`src/hdl/radio_pkg.sv`:
```
`default_nettype none

package radio_pkg;

  // **************************************************
  // Radio array and capture word layout
  // **************************************************

  localparam int RADIOS = 24;  // One I bit and one Q bit per radio each sample.
  localparam int LANE_BITS = 8;
  localparam int SAMPLE_BITS = 2 * RADIOS;
  localparam int SAMPLE_BYTES = (SAMPLE_BITS + LANE_BITS - 1) / LANE_BITS;
  localparam int TAGGED_BITS = SAMPLE_BITS + 1;  // Sample word plus frame-end tag.

  typedef struct packed {
    logic [RADIOS-1:0] q;  // Upper half of the word.
    logic [RADIOS-1:0] i;
  } iq_pair_t;

  // Lane 0 holds I bits 7..0 and lane 5 holds Q bits 23..16.
  typedef union packed {
    iq_pair_t iq;
    logic [SAMPLE_BYTES-1:0][LANE_BITS-1:0] bytes;
  } sample_word_u;

endpackage

`default_nettype wire

```
`src/hdl/stream_pkg.sv`:
```
`default_nettype none

package stream_pkg;

  // **************************************************
  // Byte stream between splitter, buffer and output
  // **************************************************

  localparam int BYTE_BITS = 8;

  typedef logic [BYTE_BITS-1:0] raw_byte_t;  // One byte of the raw capture stream.

endpackage

`default_nettype wire

```
`src/hdl/axis_adapter.sv`:
```
`default_nettype none

module axis_adapter
  import radio_pkg::*, stream_pkg::*;
(
  input  wire               clock_i,
  input  wire               rst_n_i,

  input  wire               s_valid_i,
  output logic              s_ready_o,
  input  wire sample_word_u s_word_i,
  input  wire               s_end_i,

  output logic              m_valid_o,
  input  wire               m_ready_i,
  output raw_byte_t         m_data_o,
  output logic              m_end_o
);

  localparam int LW = $clog2(SAMPLE_BYTES);
  localparam logic [LW-1:0] LANE_LAST = LW'(SAMPLE_BYTES - 1);

  sample_word_u  word_q;
  logic          end_q;
  logic          full_q;
  logic [LW-1:0] lane_q;
  logic          last_lane;
  logic          load;

  assign last_lane = (lane_q == LANE_LAST);

  // A new word is taken as the final lane of the held word leaves.
  assign s_ready_o = !full_q || (m_ready_i && last_lane);
  assign load      = s_valid_i && s_ready_o;

  assign m_valid_o = full_q;
  assign m_data_o  = word_q.bytes[lane_q];  // Low lane first.
  assign m_end_o   = end_q && last_lane;

  always_ff @(posedge clock_i) begin
    if (load) begin
      word_q <= s_word_i;
      end_q  <= s_end_i;
    end
  end

  always_ff @(posedge clock_i or negedge rst_n_i) begin
    if (!rst_n_i) begin
      full_q <= 1'b0;
      lane_q <= '0;
    end else if (load) begin
      full_q <= 1'b1;
      lane_q <= '0;
    end else if (full_q && m_ready_i) begin
      if (last_lane) begin
        full_q <= 1'b0;  // Word drained and nothing waiting.
        lane_q <= '0;
      end else begin
        lane_q <= lane_q + 1'b1;
      end
    end
  end

endmodule

`default_nettype wire

```
`config.mk`:
```
export PLATFORM = sky130hd
export DESIGN_NAME = axis_adapter
export DESIGN_NICKNAME = d
export VERILOG_FILES = /design/src/hdl/radio_pkg.sv /design/src/hdl/stream_pkg.sv /design/src/hdl/axis_adapter.sv
export SDC_FILE = /design/constraint.sdc
export NUM_CORES = 1
export LEC_CHECK = 0
export BUFFER_PORTS_ARGS = -buffer_cell sky130_fd_sc_hd__buf_2
export CORE_ASPECT_RATIO = 0.9
export CORE_UTILIZATION = 45
export DETAILED_ROUTE_END_ITERATION = 7
export PLACE_DENSITY = 0.71
export SLEW_MARGIN = 15
export SYNTH_ARGS = -nofsm -noshare
export SYNTH_HDL_FRONTEND = slang
export SYNTH_SLANG_ARGS = --single-unit
```
`constraint.sdc`:
```
create_clock -name clock_i -period 5.1 [get_ports clock_i]
set_input_delay 0.765 -clock clock_i [delete_from_list [all_inputs] [get_ports clock_i]]
set_output_delay 0.765 -clock clock_i [all_outputs]
set_load 0.02 [all_outputs]
```
==> impl_metrics.csv, run 1 <==
group,metric,value,unit
global_routing,grt_pass1_wl,5671,um
cells_and_area,drive_gt1_frac,0.4348,
cts,cts_sinks,53,
synth,synth.distinct_cells,21,
sta,setup_ws,2.231,ns
global_routing,track_usage,0.1649,
synth,synth_common_cells,"49 x edfxtp_1, 17 x mux2i_1, 8 x mux2_2, 8 x nand3_1, 8 x o221ai_1",
synth,synth.top_cell.area_share,0.7072,
global_routing,overflow,0,
synth,ys.flop_type,"edfxtp_1",
sta,final.setup_skew,0.009343,ns
routing,avgViaCountPerCell,5.081,
synth,synth_largest_area_cell,"edfxtp_1",
global_routing,grt_max_degree,50,
sta,rsz0062_at_grt,"no",
sta,drv_slew,0,
routing,wl_per_cell,15.30,um
critical_path,start_kind,"register",
synth,ys_top_cells_by_area,"edfxtp_1 71%, mux2i_1 8.2%, dfrtp_1 4.8%",
sta,slew-limit-headroom,0.2843,
synth,syn-num-nets,170,
sta,fmax,348.5,MHz
cells_and_area,layout.nets,236,
sta,fin_hold_ws,0.2529,ns
routing,drt_iter0_drc,56,
place,io_buffers,63,
synth,syn_inst,117,
die,rows,23,
cts,numCtsBuffers,5,
cts,cts_buffer_depth,2,
worst_hold_path,worst_hold_path_type,"in2async",
routing,dr.pass1.iters,4,
critical_path,cp.arrival,2.10,ns
cts,cts_hold_buffers,0,
power,power_density,429.5,nW/um2
power,p_leak,0.0009772,uW
die,die_w,73.68,um
sta,setup_tns,0,ns
synth,syn_area,2081,um2
cts,clk_latency,0.30,ns
sta,fin_crit_sh,0.5626,
synth,synth_most_common_cell,"edfxtp_1",
routing,ant_nets,0,
die,initial_utilization,0.4695,
synth,synth_edf_count,49,
cells_and_area,area_growth,20.93,%
critical_path,critPathMaxFanout,21,
die,dieArea,4900,um2
place,dp.final_hpwl,2675,um
cts,h-tree-depth,2,
critical_path,crit_type,"reg2out",
cells_and_area,n_antenna_cell,0,
place,place_congestion,0.7747,
run_status,status,"completed",
critical_path,crit_path_end_kind,"primary output",
cts,post-cts-setup-buffers,0,
synth,ys_seq_area_frac,0.7553,
synth,ys_async_sr_fraction,0.07547,
global_routing,antenna_found_initial,0,
power,peakVddDrop,211.0,uV
global_routing,grt_pass1_vias,1237,
sta,finalSetupViolCount,0,
cts,cts_resized,0,
synth,synth.avg_cell_area,17.78,um2
routing,drt_drc_violations_left,0,
routing,routed_wl,3764,um
die,ioPinCount,64,
critical_path,required,4.34,ns
sta,hold_violations,0,
routing,vias,1250,
cts,path_clk_slew,0.09,ns
cts,cts_tree,"yes",
die,die_h,66.51,um
sta,fin_crit,2.869,ns
sta,worst_pin_slew,1.074,ns
die,core_area,4432,um2
job,cap_violations,0,
cells_and_area,fin_util,0.5678,
place,post-place-ws,2.495,ns
cts,root_buffer,"clkbuf_8",
synth,yosysWarnings,0,
synth,ys_seq_elements,53,
[cell usage in the layout, fill, tap and decap left out, types with 2 or more instances in the layout]
| cell type | n |
|---|---|
| nand2_1 | 4 |
| mux2i_1 | 17 |
| mux2_2 | 8 |
| nand3_1 | 8 |
| clkbuf_1 | 2 |
| buf_2 | 63 |
| dfrtp_1 | 4 |
| o221ai_1 | 8 |
| nand2b_1 | 2 |
| clkbuf_8 | 5 |
| o21ai_0 | 2 |
| nor2_1 | 2 |
| edfxtp_1 | 49 |
[per-stage QoR]
stage	cells	area [um2]	power [uW]
final	246	2516	1081
after global routing	246	2516	1144
after CTS	246	2516	1093
after detailed placement	238	2435	876.2
after global placement	238	2435	866.7
after floorplan	117	2081	785.0
[layout make-up]
type	count	area, um2
Clock inverter	1	5.005
Sequential cell	53	1572
Tap cell	62	77.57
Fill cell	387	1916
Inverter	2	7.507
Multi-Input combinational cell	57	455.4
Clock buffer	7	76.32
Timing Repair Buffer	64	322.8
[power by group]
part | internal [uW] | total [uW] | switching [uW]
logic | 126 | 325 | 199
clock network | 96.4 | 218 | 121
registers | 516 | 538 | 21.7
[metal layers]
| layer | part of all wire | global-route usage |
|---|---|---|
| met5 | 0 | 0 |
| met4 | 0.013 | 0.06250 |
| met3 | 0.076 | 0.05900 |
| met2 | 0.51 | 0.2752 |
| met1 | 0.40 | 0.1955 |
[critical path: stages, from the launching register on]
cell,delay (ns)
dfrtp_1,0.61
buf_4,0.38
mux2_2,0.39
nand3_1,0.10
o221ai_1,0.13
buf_2,0.19
[worst paths after layout]
check	from	endpoint	slack, ns	cells after the start
setup / recovery	lane_q[0]	m_data_o[6]	2.23	5
hold / removal	rst_n_i	lane_q[1]	0.25	1
setup reg to reg	lane_q[0]	word_q[32]	2.51	4
hold reg to reg	m_valid_o	m_valid_o	0.66	2
max in group asynchronous	rst_n_i	lane_q[2]	4.72	1
min in group clock_i	s_word_i[38]	word_q[38]	0.63	1
[state kept, by name, summed over array words and instances, names as in the netlist]
name / count
word_q: 48
m_valid_o: 1
lane_q: 3
end_q: 1
[logic make-up after synthesis]
family | share of synthesized area
buf+inv | 0.02645
flops | 0.7553
simple gates | 0.04510
mux | 0.1251
compound gates | 0.04811
Power figures use the tool's default switching activity.
==> inputs of run 2 (changes only) <==
Clock period 5.1 ns to 3 ns, I/O delays scaled along.
==> run 2 against run 1 <==
Combinational power up 78%. Critical endpoint is now m_data_o[3]. Final area increased by 1.7%. Critical path type unchanged. Largest cell class unchanged. Global-route usage fell by 0.061 points. Sequential cell count is the same. First-iteration DRC count rose by 34%. Routed wire length decreased by 2.0%.
==> impl_metrics.csv, run 2 (synthesis results as in run 1) <==
group,metric,value,unit
run_status,status,"completed",
critical_path,crit_path_end_kind,"primary output",
critical_path,crit_type,"reg2out",
critical_path,cp.arrival,1.69,ns
die,core_area,4432,um2
cts,path_clk_slew,0.09,ns
sta,setup_tns,0,ns
routing,avgViaCountPerCell,4.976,
cts,cts_resized,0,
die,ioPinCount,64,
routing,vias,1239,
power,p_leak,0.0009897,uW
routing,ant_nets,0,
cts,root_buffer,"clkbuf_8",
sta,final.setup_skew,0.007925,ns
die,rows,23,
routing,drt_drc_violations_left,0,
global_routing,track_usage,0.1643,
cts,cts_buffer_depth,2,
cts,cts_tree,"yes",
cells_and_area,area_growth,23.03,%
place,dp.final_hpwl,2746,um
place,io_buffers,63,
global_routing,grt_max_degree,28,
critical_path,required,2.55,ns
sta,slew-limit-headroom,0.6360,
sta,worst_pin_slew,0.5460,ns
routing,routed_wl,3689,um
job,cap_violations,0,
cells_and_area,fin_util,0.5776,
cts,h-tree-depth,2,
die,initial_utilization,0.4695,
routing,dr.pass1.iters,4,
cells_and_area,final_cell_mix,"63 x buf_2, 49 x edfxtp_1, 17 x mux2i_1",
place,place_congestion,0.7046,
power,peakVddDrop,365.2,uV
cells_and_area,largest_registers,"word_q x48, lane_q x3",
global_routing,antenna_found_initial,0,
cts,cts_sinks,53,
sta,fmax,467.2,MHz
die,die_h,66.51,um
critical_path,critPathMaxFanout,11,
sta,fin_crit_sh,0.7135,
cells_and_area,largest_reg_flops,48,
cts,numCtsBuffers,5,
cells_and_area,layout_commonest_cell,"buf_2",
global_routing,overflow,0,
sta,finalSetupViolCount,0,
cells_and_area,layout.nets,239,
power,power_density,728.9,nW/um2
global_routing,grt_pass1_wl,5602,um
routing,wl_per_cell,14.82,um
cells_and_area,drive_gt1_frac,0.4439,
sta,fin_crit,2.141,ns
cells_and_area,top_register,"word_q",
die,dieArea,4900,um2
sta,hold_violations,0,
critical_path,path_cells,"inv_1 > nand2_1 > o221ai_1 > buf_2",
sta,rsz0062_at_grt,"no",
critical_path,crit_slowest_cell,"dfrtp_1",
worst_hold_path,worst_hold_path_type,"in2reg",
global_routing,grt_pass1_vias,1191,
critical_path,cpPeakStageDelay,0.39,ns
die,die_w,73.68,um
sta,drv_slew,0,
critical_path,start_kind,"register",
cts,clk_latency,0.30,ns
routing,drt_iter0_drc,75,
cells_and_area,n_antenna_cell,0,
[run 2: changes by cell type in the layout (fill, tap and decap cells not counted)]
cell,delta
buf_12,+1
buf_4,+1
clkbuf_1,-1
clkinv_2,-1
clkinvlp_4,+2
dlygate4sd3_1,+1
[run 2: timing repair]
| item | CTS | global route |
|---|---|---|
| hold endpoints to repair | 4 | 0 |
| buffers inserted | 0 | 0 |
| setup endpoints to repair | 0 | 0 |
| hold buffers | 1 | 0 |
[run 2: routing by layer]
| layer | GRT usage | vias to the layer above | part of all wire |
|---|---|---|---|
| met5 | 0 | - | 0 |
| met4 | 0.07933 | 0 | 0.018 |
| met3 | 0.05749 | 8 | 0.069 |
| met2 | 0.2649 | 45 | 0.48 |
| met1 | 0.1965 | 585 | 0.44 |
| li1 | - | 601 | - |
[run 2: report_power, final]
part | switching (uW) | internal, uW
logic | 351 | 226
clock network | 228 | 165
registers | 20.9 | 876
[run 2: path summary, 6_finish.rpt]
kind	from	endpoint	slack, ns	cells after the start
worst min register to register	m_valid_o	lane_q[0]	0.66	2
max in group asynchronous	rst_n_i	lane_q[0]	2.40	2
worst min-delay path	s_word_i[14]	word_q[14]	0.31	1
worst max register to register	lane_q[1]	word_q[10]	0.96	4
min in group asynchronous	rst_n_i	m_valid_o	0.48	2
worst max-delay path	lane_q[2]	m_data_o[3]	0.86	4
[run 2: critical path: cells and delay by family, from the launching register on]
kind,cells,cell delay (ns)
buffers and inverters,2,0.45
AOI/OAI and AO/OA,1,0.29
and+or+nand+nor,1,0.26
DFF,1,0.39
[run 2: per-stage QoR]
step	setup WS [ns]	total power [uW]	cells	hold slack [ns]	cell area (um2)
floorplan	0.3962	1335	117	0.1544	2081
global placement	1.026	1484	240	0.2580	2462
detailed placement	0.9517	1498	240	0.2631	2462
CTS	0.8452	1892	249	0.2936	2560
global route	0.7279	1963	249	0.2889	2560
finish	0.8594	1866	249	0.3097	2560
[run 2: area by class of cell]
| class | instances | area (um2) |
|---|---|---|
| tap | 62 | 77.57 |
| clock inverter | 2 | 15.01 |
| multi-input combinational | 57 | 455.4 |
| sequential | 53 | 1572 |
| fill | 365 | 1872 |
| inverter | 2 | 7.507 |
| timing repair buffer | 67 | 360.3 |
| clock buffer | 6 | 72.57 |
==> inputs of run 3 (changes only) <==
Settings changed: ABC_AREA set to 1, PLACE_DENSITY 0.71 to 0.74.
Clock period 3 ns to 1.85 ns, I/O delays scaled along.
==> run 3 against run 2 <==
Die area rose by 2.5%. Worst setup slack worse by 0.84 ns. Sequential cell count did not move. Register-to-register slack got worse by 0.74 ns. Total power increased by 130%. Routed wire length is 22% higher. Final area grew 15%. Largest cell class unchanged. Highest routed layer unchanged.
==> impl_metrics.csv, run 3 <==
group,metric,value,unit
run_status,status,"completed",
place,place_inst,309,
cells_and_area,area_growth,38.04,%
die,core_area,4518,um2
synth,synth.top_cell.area_share,0.6893,
power,p_leak,0.001243,uW
worst_hold_path,worst_hold_path_type,"in2reg",
synth,yosysWarnings,0,
global_routing,antenna_found_initial,0,
cells_and_area,n_antenna_cell,0,
power,peakVddDrop,971.2,uV
sta,finalSetupViolCount,0,
cells_and_area,largest_registers,"word_q x48, lane_q x3",
synth,synth_most_common_cell,"edfxtp_1",
cts,numCtsBuffers,5,
synth,ys_async_sr_fraction,0.07547,
sta,fin_hold_ws,0.1257,ns
global_routing,track_usage,0.1768,
sta,slew-limit-headroom,0.6653,
critical_path,required,1.57,ns
die,die_h,67.34,um
job,cap_violations,0,
cts,path_clk_slew,0.11,ns
cells_and_area,fin_cells,325,
routing,dr.pass1.iters,4,
critical_path,cp.arrival,1.55,ns
synth,ys_seq_area_frac,0.7362,
cells_and_area,final_cell_mix,"56 x buf_2, 49 x edfxtp_1, 34 x nand2_1",
routing,routed_wl,4514,um
critical_path,cpLargestDelayFamily,"flip-flops",
critical_path,cp_common_cell,"nand2_1",
die,ioPinCount,64,
synth,synth_edf_count,49,
worst_hold_path,hold_depth,1,
routing,drt_drc_violations_left,0,
cts,h-tree-depth,2,
cells_and_area,layout.nets,315,
cells_and_area,layout_commonest_cell,"buf_2",
synth,synth_common_cells,"49 x edfxtp_1, 46 x nand2_1, 23 x nor2_1",
critical_path,crit_type,"reg2out",
synth,synth.avg_cell_area,11.99,um2
critical_path,r2r_setup_slack,0.22,ns
die,die_w,74.60,um
sta,hold_violations,0,
routing,drt_iter0_drc,92,
sta,drv_slew,0,
critical_path,path_depth,8,
place,dp.final_hpwl,3026,um
cts,cts_buffer_depth,2,
critical_path,path_cells,"buf_6 > nand2_8 > nor2_1 > a21oi_1 > nand2_1 > nand2_1 > nand2_1 > buf_6",
routing,vias,1614,
routing,wl_per_cell,13.89,um
global_routing,grt_max_degree,35,
synth,ys_top_cells_by_area,"edfxtp_1 69%, nand2_1 8.1%, dfrtp_1 4.7%",
sta,rsz0062_at_grt,"yes",
critical_path,cpPeakStageDelay,0.46,ns
critical_path,start_kind,"register",
critical_path,r2r_cells,7,
die,initial_utilization,0.4724,
cts,cts_tree,"yes",
critical_path,crit_path_end_kind,"primary output",
critical_path,path_buf_inv,2,
synth,syn_inst,178,
die,dieArea,5024,um2
sta,fin_crit_sh,0.9883,
sta,fmax,547.0,MHz
cts,clk_latency,0.32,ns
cells_and_area,final_cell_area,2947,um2
synth,synth_largest_area_cell,"edfxtp_1",
die,rows,23,
global_routing,grt_pass1_vias,1463,
cts,cts_sinks,53,
place,place_congestion,0.8440,
synth,synth.distinct_cells,17,
cells_and_area,top_register,"word_q",
sta,final.setup_skew,0.01587,ns
synth,syn_area,2135,um2
global_routing,overflow,0,
place,dpl-instance-area,2600,um2
cells_and_area,largest_reg_flops,48,
synth,ys_seq_elements,53,
sta,worst_pin_slew,0.4967,ns
synth,ys.flop_type,"edfxtp_1",
cts,root_buffer,"clkbuf_8",
critical_path,critPathMaxFanout,7,
global_routing,grt_pass1_wl,6354,um
routing,ant_nets,0,
routing,avgViaCountPerCell,4.966,
synth,syn-num-nets,231,
sta,fin_crit,1.828,ns
power,power_density,1425,nW/um2
place,io_buffers,63,
cells_and_area,drive_gt1_frac,0.4525,
critical_path,crit_slowest_cell,"dfrtp_1",
-- run 3: cell type report --
type,instances,area [um2]
fill,354,1572
timing repair buffer,81,531.8
clock buffer,5,68.82
inverter,11,52.55
multi-input combinational,110,593.1
tap,62,77.57
sequential,53,1573
clock inverter,3,50.05
-- run 3: path summary, 6_finish.rpt --
path | startpoint | endpoint
hold reg to reg | m_valid_o | m_valid_o
hold / removal | s_word_i[21] | word_q[21]
setup / recovery | lane_q[1] | m_data_o[4]
min in group asynchronous | rst_n_i | lane_q[1]
setup reg to reg | lane_q[0] | word_q[24]
max in group asynchronous | rst_n_i | lane_q[0]
-- run 3: worst reg2reg max path: cells and delay by family (launching register included) --
kind / cells / cell delay (ns)
buf+inv: 4 / 0.59
flops: 1 / 0.45
simple gates: 3 / 0.31
-- run 3: what timing repair did --
action,CTS,global route
setup endpoints to repair,8,8
buffers inserted,1,6
hold endpoints to repair,4,0
resized for setup,9,51
cloned,0,0
pin swaps,0,8
hold buffers,1,0
-- run 3: report_power, final --
part / switching [uW] / total [uW] / internal (uW) / leakage [uW]
sequential: 72.9 / 1510 / 1440 / 0.000488
clock: 400 / 815 / 415 / 0.0000603
combinational: 1030 / 1880 / 850 / 0.000695
-- run 3: metal layers --
| metal | global-route usage | vias up | wire length [um] |
|---|---|---|---|
| li1 | - | 780 | - |
| met1 | 0.2270 | 755 | 1961 |
| met2 | 0.2849 | 70 | 2185 |
| met3 | 0.04925 | 9 | 291 |
| met4 | 0.06840 | 0 | 75 |
| met5 | 0 | - | 0 |
-- run 3: logic make-up after synthesis --
kind of cell           synth area share
DFF                              0.7362
buffers and inverters           0.03283
and+or+nand+nor                  0.1583
AOI/OAI and AO/OA               0.07269
-- run 3: per-stage QoR --
stage	setup TNS [ns]	total power [uW]	worst slack, ns	util
floorplan	-5.597	2404	-0.1142	-
global placement	0	2847	0.2691	0.5755
detailed placement	0	2866	0.2410	0.5755
CTS	-0.002367	3755	-0.002367	0.6117
global route	-0.2771	4431	-0.06537	0.6522
finish	0	4200	0.02169	0.6522
